--- config.mk ---
export PLATFORM = sky130hd
export DESIGN_NAME = rob_top
export DESIGN_NICKNAME = d
export VERILOG_FILES = /design/src/hdl/op_pkg.sv /design/src/hdl/rob_pkg.sv /design/src/hdl/rob_store.sv /design/src/hdl/rob_stomp.sv /design/src/hdl/rob_stail.sv /design/src/hdl/rob_commit.sv /design/src/hdl/rob_top.sv
export SDC_FILE = /design/constraint.sdc
export NUM_CORES = 1
export LEC_CHECK = 0
export ABC_AREA = 1
export CAP_MARGIN = 20
export CORE_MARGIN = 5
export CORE_UTILIZATION = 34
export CTS_CLUSTER_DIAMETER = 60
export DETAILED_ROUTE_END_ITERATION = 12
export DONT_BUFFER_PORTS = 1
export SYNTH_ARGS = -nofsm -noshare
export SYNTH_HDL_FRONTEND = slang
export SYNTH_SLANG_ARGS = --single-unit
--- constraint.sdc ---
create_clock -name clk -period 15.12 [get_ports clk]
set_input_delay 0.756 -clock clk [delete_from_list [all_inputs] [get_ports clk]]
set_output_delay 0.756 -clock clk [all_outputs]
set_load 0.01 [all_outputs]
--- src/hdl/op_pkg.sv ---
package op_pkg;

	// ======================================================================
	// Operation kinds carried by every ROB entry
	// ======================================================================

	typedef enum logic [1:0] {
		op_alu       = 2'd0,
		op_branch    = 2'd1,
		op_interrupt = 2'd2
	} op_kind_e;

	// ======================================================================
	// The 16-bit operation word and its two decodings
	// ======================================================================

	// Branch view, with the predicted direction on top and the target below it
	typedef struct packed {
		logic        pred_taken;
		logic [14:0] target;
	} branch_view_t;

	// Interrupt view, with the priority level on top and then the cause code
	typedef struct packed {
		logic [2:0] level;
		logic [7:0] cause;
		logic [4:0] reserved;
	} irq_view_t;

	// The same 16 bits, read as a branch or as an interrupt by the kind field
	typedef union packed {
		branch_view_t br;
		irq_view_t    irq;
	} op_word_u;

endpackage

--- src/hdl/rob_pkg.sv ---
package rob_pkg;

	// ======================================================================
	// ROB bookkeeping shared by the store and the helper blocks
	// ======================================================================

	// Allocation group size
	// A tail that is rebuilt after a stomp is rounded up to a multiple of this
	// The store also keeps this many slots free as the full margin
	parameter int GROUP = 4;

	// One ROB slot, 20 bits wide
	// Live means the slot holds an instruction that has not retired or been stomped
	// Done means an execution unit has reported the instruction as finished
	typedef struct packed {
		logic               live;
		logic               done;
		op_pkg::op_kind_e   kind;
		op_pkg::op_word_u   word;
	} rob_entry_t;

endpackage

--- src/hdl/rob_store.sv ---
`timescale 1ns/1ps

module rob_store #(
	parameter int ROB_ENTRIES = 16
) (
	input  logic                                     clk,
	input  logic                                     rst_n,
	input  logic                                     disp_valid,
	input  op_pkg::op_kind_e                         disp_kind,
	input  op_pkg::op_word_u                         disp_word,
	input  logic                                     done_valid,
	input  logic [$clog2(ROB_ENTRIES)-1:0]           done_ndx,
	input  logic                                     done_mispredict,
	input  logic [ROB_ENTRIES-1:0]                   robentry_stomp,
	input  logic [$clog2(ROB_ENTRIES)-1:0]           stail,
	input  logic                                     retire,
	output rob_pkg::rob_entry_t [ROB_ENTRIES-1:0]    rob,
	output logic [$clog2(ROB_ENTRIES)-1:0]           head0,
	output logic [$clog2(ROB_ENTRIES)-1:0]           tail0,
	output logic                                     full
);

	localparam int NDX_W = $clog2(ROB_ENTRIES);

	// Dispatch stops once this many slots sit between head and tail
	localparam int FULL_MARK = ROB_ENTRIES - rob_pkg::GROUP;

	// Pointers carry one extra bit on top that acts as the wrap flag
	// Equal indices with equal wrap bits mean an empty buffer
	logic [NDX_W:0] head_ext;
	logic [NDX_W:0] tail_ext;
	logic [NDX_W:0] occupancy;
	logic [NDX_W:0] stail_ext;
	logic [NDX_W-1:0] stail_dist;
	logic stomp_now;

	assign head0 = head_ext[NDX_W-1:0];
	assign tail0 = tail_ext[NDX_W-1:0];

	// Slots in use, counting stomped or skipped slots that head has not passed
	assign occupancy = tail_ext - head_ext;
	assign full = occupancy >= (NDX_W+1)'(FULL_MARK);

	// A mispredicted branch that is still in flight triggers the stomp
	assign stomp_now = done_valid && done_mispredict && rob[done_ndx].live &&
		rob[done_ndx].kind == op_pkg::op_branch;

	// The new tail is rebuilt from head, since stail never passes head
	// and its distance from head is therefore the new occupancy
	assign stail_dist = stail - head0;
	assign stail_ext = head_ext + {1'b0, stail_dist};

	// ======================================================================
	// Entry array and pointer updates
	// ======================================================================

	always_ff @(posedge clk) begin
		if (!rst_n) begin
			head_ext <= '0;
			tail_ext <= '0;
			for (int i = 0; i < ROB_ENTRIES; i++) begin
				rob[i].live <= 1'b0;
				rob[i].done <= 1'b0;
			end
		end else begin
			// Allocation at the tail
			// A stomp in the same cycle wins and the dispatch is lost
			if (stomp_now) begin
				tail_ext <= stail_ext;
			end else if (disp_valid && !full) begin
				rob[tail0].live <= 1'b1;
				rob[tail0].done <= 1'b0;
				rob[tail0].kind <= disp_kind;
				rob[tail0].word <= disp_word;
				tail_ext <= tail_ext + 1'b1;
			end

			// An execution unit reports the entry finished
			if (done_valid && rob[done_ndx].live)
				rob[done_ndx].done <= 1'b1;

			// Younger entries of a mispredicted branch drop out
			for (int i = 0; i < ROB_ENTRIES; i++) begin
				if (robentry_stomp[i])
					rob[i].live <= 1'b0;
			end

			// Head moves on whether the entry committed or was a dead slot
			if (retire) begin
				rob[head0].live <= 1'b0;
				head_ext <= head_ext + 1'b1;
			end
		end
	end

endmodule

--- src/hdl/rob_stomp.sv ---
`timescale 1ns/1ps

module rob_stomp #(
	parameter int ROB_ENTRIES = 16
) (
	input  logic [$clog2(ROB_ENTRIES)-1:0]           tail0,
	input  logic                                     done_valid,
	input  logic                                     done_mispredict,
	input  logic [$clog2(ROB_ENTRIES)-1:0]           done_ndx,
	input  rob_pkg::rob_entry_t [ROB_ENTRIES-1:0]    rob,
	output logic [ROB_ENTRIES-1:0]                   robentry_stomp
);

	localparam int NDX_W = $clog2(ROB_ENTRIES);

	logic             mispredict;
	logic [NDX_W-1:0] span;
	logic [NDX_W-1:0] offset;

	// Ages are measured as circular distance from the completing branch
	// Every slot whose distance lies strictly between zero and the tail
	// distance holds an instruction fetched down the wrong path
	always_comb begin
		mispredict = done_valid && done_mispredict && rob[done_ndx].live &&
			rob[done_ndx].kind == op_pkg::op_branch;
		span = tail0 - done_ndx;
		robentry_stomp = '0;
		offset = '0;
		for (int i = 0; i < ROB_ENTRIES; i++) begin
			offset = NDX_W'(i) - done_ndx;
			// The branch itself sits at offset zero and survives
			if (mispredict && offset != '0 && offset < span)
				robentry_stomp[i] = 1'b1;
		end
	end

endmodule

--- src/hdl/rob_stail.sv ---
`timescale 1ns/1ps

module rob_stail #(
	parameter int ROB_ENTRIES = 16
) (
	input  logic [$clog2(ROB_ENTRIES)-1:0]           head0,
	input  logic [$clog2(ROB_ENTRIES)-1:0]           tail0,
	input  logic [ROB_ENTRIES-1:0]                   robentry_stomp,
	input  rob_pkg::rob_entry_t [ROB_ENTRIES-1:0]    rob,
	output logic [$clog2(ROB_ENTRIES)-1:0]           stail
);

	localparam int NDX_W = $clog2(ROB_ENTRIES);

	// Mask that clears the low bits so the index lands on a group boundary
	localparam logic [NDX_W-1:0] ALIGN_MASK = ~NDX_W'(rob_pkg::GROUP - 1);

	logic             irq_held;
	logic             found;
	logic [NDX_W-1:0] ndx;
	logic [NDX_W-1:0] prev;

	always_comb begin
		irq_held = 1'b0;
		found = 1'b0;
		ndx = '0;
		prev = '0;
		stail = tail0;
		// A pending interrupt pins the tail where it is
		for (int i = 0; i < ROB_ENTRIES; i++) begin
			if (rob[i].live && rob[i].kind == op_pkg::op_interrupt)
				irq_held = 1'b1;
		end
		// Walk from head in age order and stop at the oldest run start
		for (int k = 0; k < ROB_ENTRIES; k++) begin
			ndx = head0 + NDX_W'(k);
			prev = ndx - 1'b1;
			if (!irq_held && !found && robentry_stomp[ndx] && !robentry_stomp[prev]) begin
				// Round up to the next allocation group, wrapping at the top
				stail = (ndx + NDX_W'(rob_pkg::GROUP - 1)) & ALIGN_MASK;
				found = 1'b1;
			end
		end
	end

endmodule

--- src/hdl/rob_commit.sv ---
`timescale 1ns/1ps

module rob_commit #(
	parameter int ROB_ENTRIES = 16
) (
	input  logic                                     clk,
	input  logic                                     rst_n,
	input  logic [$clog2(ROB_ENTRIES)-1:0]           head0,
	input  logic [$clog2(ROB_ENTRIES)-1:0]           tail0,
	input  rob_pkg::rob_entry_t [ROB_ENTRIES-1:0]    rob,
	output logic                                     retire,
	output logic                                     commit_valid,
	output logic [$clog2(ROB_ENTRIES)-1:0]           commit_ndx,
	output op_pkg::op_kind_e                         commit_kind,
	output logic [14:0]                              commit_target,
	output logic                                     irq_valid,
	output logic [2:0]                               irq_level,
	output logic [7:0]                               irq_cause
);

	rob_pkg::rob_entry_t head_entry;
	logic                commit_now;
	logic [14:0]         target_dec;
	logic [2:0]          level_dec;
	logic [7:0]          cause_dec;

	assign head_entry = rob[head0];

	// Head moves past a finished entry or a dead slot, and waits on anything in flight
	assign retire = head0 != tail0 && (!head_entry.live || head_entry.done);
	assign commit_now = retire && head_entry.live;

	// Branches read the word as a target, interrupts read it as level and cause
	always_comb begin
		target_dec = '0;
		level_dec = '0;
		cause_dec = '0;
		if (head_entry.kind == op_pkg::op_branch)
			target_dec = head_entry.word.br.target;
		if (head_entry.kind == op_pkg::op_interrupt) begin
			level_dec = head_entry.word.irq.level;
			cause_dec = head_entry.word.irq.cause;
		end
	end

	// ======================================================================
	// Registered commit strobes and payload
	// ======================================================================

	always_ff @(posedge clk) begin
		if (!rst_n) begin
			commit_valid <= 1'b0;
			irq_valid <= 1'b0;
		end else begin
			commit_valid <= commit_now;
			irq_valid <= commit_now && head_entry.kind == op_pkg::op_interrupt;
		end
	end

	always_ff @(posedge clk) begin
		commit_ndx <= head0;
		commit_kind <= head_entry.kind;
		commit_target <= target_dec;
		irq_level <= level_dec;
		irq_cause <= cause_dec;
	end

endmodule

--- src/hdl/rob_top.sv ---
`timescale 1ns/1ps

module rob_top #(
	parameter int ROB_ENTRIES = 16
) (
	input  logic                              clk,
	input  logic                              rst_n,
	// Dispatch
	input  logic                              disp_valid,
	input  op_pkg::op_kind_e                  disp_kind,
	input  op_pkg::op_word_u                  disp_word,
	output logic [$clog2(ROB_ENTRIES)-1:0]    tail,
	output logic                              full,
	// Completion
	input  logic                              done_valid,
	input  logic [$clog2(ROB_ENTRIES)-1:0]    done_ndx,
	input  logic                              done_mispredict,
	// Commit
	output logic                              commit_valid,
	output logic [$clog2(ROB_ENTRIES)-1:0]    commit_ndx,
	output op_pkg::op_kind_e                  commit_kind,
	output logic [14:0]                       commit_target,
	output logic                              irq_valid,
	output logic [2:0]                        irq_level,
	output logic [7:0]                        irq_cause
);

	localparam int NDX_W = $clog2(ROB_ENTRIES);

	rob_pkg::rob_entry_t [ROB_ENTRIES-1:0] rob;
	logic [ROB_ENTRIES-1:0] robentry_stomp;
	logic [NDX_W-1:0] head0;
	logic [NDX_W-1:0] stail;
	logic retire;

	// Entry array and pointers, the tail goes straight out to dispatch
	rob_store #(.ROB_ENTRIES(ROB_ENTRIES)) rob_store_i (
		.clk(clk), .rst_n(rst_n),
		.disp_valid(disp_valid), .disp_kind(disp_kind), .disp_word(disp_word),
		.done_valid(done_valid), .done_ndx(done_ndx), .done_mispredict(done_mispredict),
		.robentry_stomp(robentry_stomp), .stail(stail), .retire(retire),
		.rob(rob), .head0(head0), .tail0(tail), .full(full)
	);

	rob_stomp #(.ROB_ENTRIES(ROB_ENTRIES)) rob_stomp_i (
		.tail0(tail), .done_valid(done_valid), .done_mispredict(done_mispredict),
		.done_ndx(done_ndx), .rob(rob), .robentry_stomp(robentry_stomp)
	);

	rob_stail #(.ROB_ENTRIES(ROB_ENTRIES)) rob_stail_i (
		.head0(head0), .tail0(tail), .robentry_stomp(robentry_stomp), .rob(rob),
		.stail(stail)
	);

	rob_commit #(.ROB_ENTRIES(ROB_ENTRIES)) rob_commit_i (
		.clk(clk), .rst_n(rst_n), .head0(head0), .tail0(tail), .rob(rob),
		.retire(retire), .commit_valid(commit_valid), .commit_ndx(commit_ndx),
		.commit_kind(commit_kind), .commit_target(commit_target),
		.irq_valid(irq_valid), .irq_level(irq_level), .irq_cause(irq_cause)
	);

endmodule

==> run metrics <==
commonest register cell after synthesis=edfxtp_1; simple-gate share of the synthesized area=19.5%; fraction of layout cells with a size suffix above 1=7.12%; number of distinct standard cells referenced by the synthesized netlist=56; number of buffer and inverter stages on the critical path=4; power dissipated by switching net loads=2020 uW; total of cells resized after clock tree synthesis=0; R2R setup slack=7.28 ns; Netlist Area Pre-Place=0.0190 mm^2; final hold violation count=0; Die Span X=246 um; flip-flop and latch count after synthesis=364; R2R cell count=42; initial drt markers=1602; CP dominant cell by count=nand2_1; Inserted Clock Buffers=42; DR WL/cell=21.1 um; data arrival at the endpoint of the critical path=8.27 ns; share of the synthesized area in the top cell type=45.6%; max_cap viols=0; combinational fraction of design power=49.4%; most frequent cells after synthesis=nand2_1 (297), edfxtp_1 (288), nor2_1 (269); share of total power consumed by net switching=45.6%; count of endpoints failing setup in the final report=0; GRT Total Usage=19.0%; Hold Path Cell Cnt=0; number of DRC violations after detailed routing=0; dominant delay contributor by cell family on the critical path=simple AND/OR/NAND/NOR gates; overall routed net length=59100 um; most frequently used cell type in the post-synthesis netlist=nand2_1; Mapped Cells=2054; IR drop worst, VDD=0.000177 V; cell row count=86; vias per cell=5.43; number of antenna violations at the first check in global routing=0; portion of total power attributed to the clock network=23.3%; fraction of the mapped netlist area in compound gates=13.4%; slowest stage delay, CP=0.70 ns; area growth from synthesis to layout=11.5%; Max Root-Sink Buffers=3; share of synthesized cell area in full adder, half adder and majority cells=5.34%; clock sink count=364; Syn. warnings=0; internal cell power=2410 uW; Max Clock Freq=128 MHz; share of the synthesized netlist area taken by xor and xnor gates=1.71%; CP endpoint=rob_store_i.tail_ext[4]; RSZ-0062 raised after global routing=no; post-synthesis async set-or-reset flop share=0%; residual overflow from global routing=0; # Post-CTS Setup Buffers=0; static leakage=0.00807 uW; final standard cell area without fillers=0.0212 mm^2; number of nets in the finished design=2122; number of input and output port buffers inserted=0; post-route ant nets=0; number of top-level design ports=66; # diodes=0; hold crit path type=primary input to flip-flop; wire length of the first global-routing pass=88600 um; outcome=finished clean; total number of H-tree levels=2; number of flops mapped to enable cells by yosys=288; final worst-path cycle share=51.8%; largest net degree at the start of global routing=110; crit path max-delay cell type=xnor2_1; number of hold-repair buffers added at the cts stage=0; sort of element at the start of the critical path=flip-flop; sequential power share=27.2%; fraction of the yosys area taken by sequential cells=53.6%; Post-Synthesis Net Count=2159; nature of the critical path endpoint=flip-flop; Std-Cell Core Area=0.0552 mm^2; via count=15.2k; synthesized area divided by synthesized cell count=9.24 um^2; total negative slack for setup checks=0 ns; capture instance of the worst register-to-register path=rob_store_i.tail_ext[4]; setup skew after layout=0.0329 ns; r2r startpoint=rob_store_i.tail_ext[0]; launch point of the worst path=rob_store_i.tail_ext[0]; P per Cell Area=210 mW/mm^2; global placer's final weighted congestion=0.968; hpwl dp=37000 um; minimum period implied by the final worst setup slack=7.84 ns; worst rel slew slack=30.5%; Worst Path Class, Setup=flip-flop to flip-flop; dominant combinational cell family by area after synthesis=simple AND/OR/NAND/NOR gates; clock-pin slew on the worst setup and hold paths=0.06 ns; top fanout value on the critical path=9; leading post-synthesis cells by cell area=edfxtp_1 (46%), dfxtp_1 (8.0%), nand2_1 (5.9%); clock tree from TritonCTS=done; starting utilization of the core area=34.4%; Max Transition Viols Final=0; Worst EP required=15.56 ns; cell area after placement=0.0197 mm^2; detailed-router iteration count before antenna repair=5; number of logic stages on the critical path including buffering=42; vias in the first global route=14.6k; slew of the pin with the lowest slew margin=1.04 ns; most area-hungry cell type in the Yosys netlist=edfxtp_1; insertion delay of the later-clocked pin in the worst-skew pair=0.58 ns; Hold Worst Slack=0.267 ns; share of cell area taken by muxes after synthesis=0%; full die area=0.0607 mm^2; vertical extent of the die=246 um; clock tree root buffer cell=clkbuf_16
## area by class of cell
cell class	count	area, um^2
well taps	748	936
repair buffers	28	230
inverters	196	738
flip-flops and latches	364	10200
multi-input cells	1385	7640
fillers	5461	34000
clock inverters	25	289
clock buffers	52	1140
## routing by layer
| metal | track usage [%] | up-vias | wire, um | share of wire [%] |
|---|---|---|---|---|
| met1 | 26.1 | 7387 | 25700 | 44 |
| met2 | 30.5 | 579 | 27300 | 46 |
| met3 | 3.37 | 101 | 4460 | 7.5 |
| li1 | - | 7135 | - | - |
| met5 | 0 | - | 0 | 0 |
| met4 | 6.25 | 0 | 1690 | 2.9 |
## logic make-up (layout without fill, tap and decap cells)
family / after synthesis / in the layout
simple gates: 846 / 846
compound gates: 424 / 424
flops: 364 / 364
buf+inv: 305 / 301
fa+ha+maj: 78 / 78
xor+xnor: 37 / 37
## worst min-delay path by stage
stage | end | startpoint
floorplan | rob_commit_i.commit_ndx[3] | rob_store_i.head_ext[3]
global placement | rob_store_i.head_ext[4] | rob_store_i.head_ext[4]
detailed placement | rob_store_i.head_ext[4] | rob_store_i.head_ext[4]
CTS | flip-flop | disp_word[7]
global route | flip-flop | disp_word[4]
finish | flip-flop | disp_word[7]
## placed cells by master, fill, tap and decap left out, types with 9 or more instances in the layout
master       n
ha_1        73
nor2_2      13
edfxtp_1   288
o21ai_0    209
o221ai_1    49
xor2_1      29
a21oi_1     66
clkbuf_16   43
nor2_1     257
o22ai_1     26
nor3_1      20
clkinv_1     9
dfxtp_1     72
inv_1      184
o211ai_1    17
nand2_1    297
nand3_1    179
nand4_1     44
buf_4       27
## through the flow
stage	cells	worst slack [ns]	utilization, %	total power [uW]
4_1_cts	2797	7.38	38.3	4430
5_1_grt	2798	6.73	38.3	4750
3_3_place_gp	2720	7.27	35.7	3360
2_1_floorplan	2054	8.22	-	2790
3_5_place_dp	2720	7.09	35.7	3390
6_report	2798	7.28	38.3	4440
## power groups by stage
stage          logic, uW  clock network, uW  registers (uW)
6_report            2190               1030            1210
5_1_grt             2440               1100            1210
4_1_cts             2170               1060            1210
3_5_place_dp        2160                  0            1230
3_3_place_gp        2130                  0            1230
2_1_floorplan       1590                  0            1190
Power figures use the tool's default switching activity.
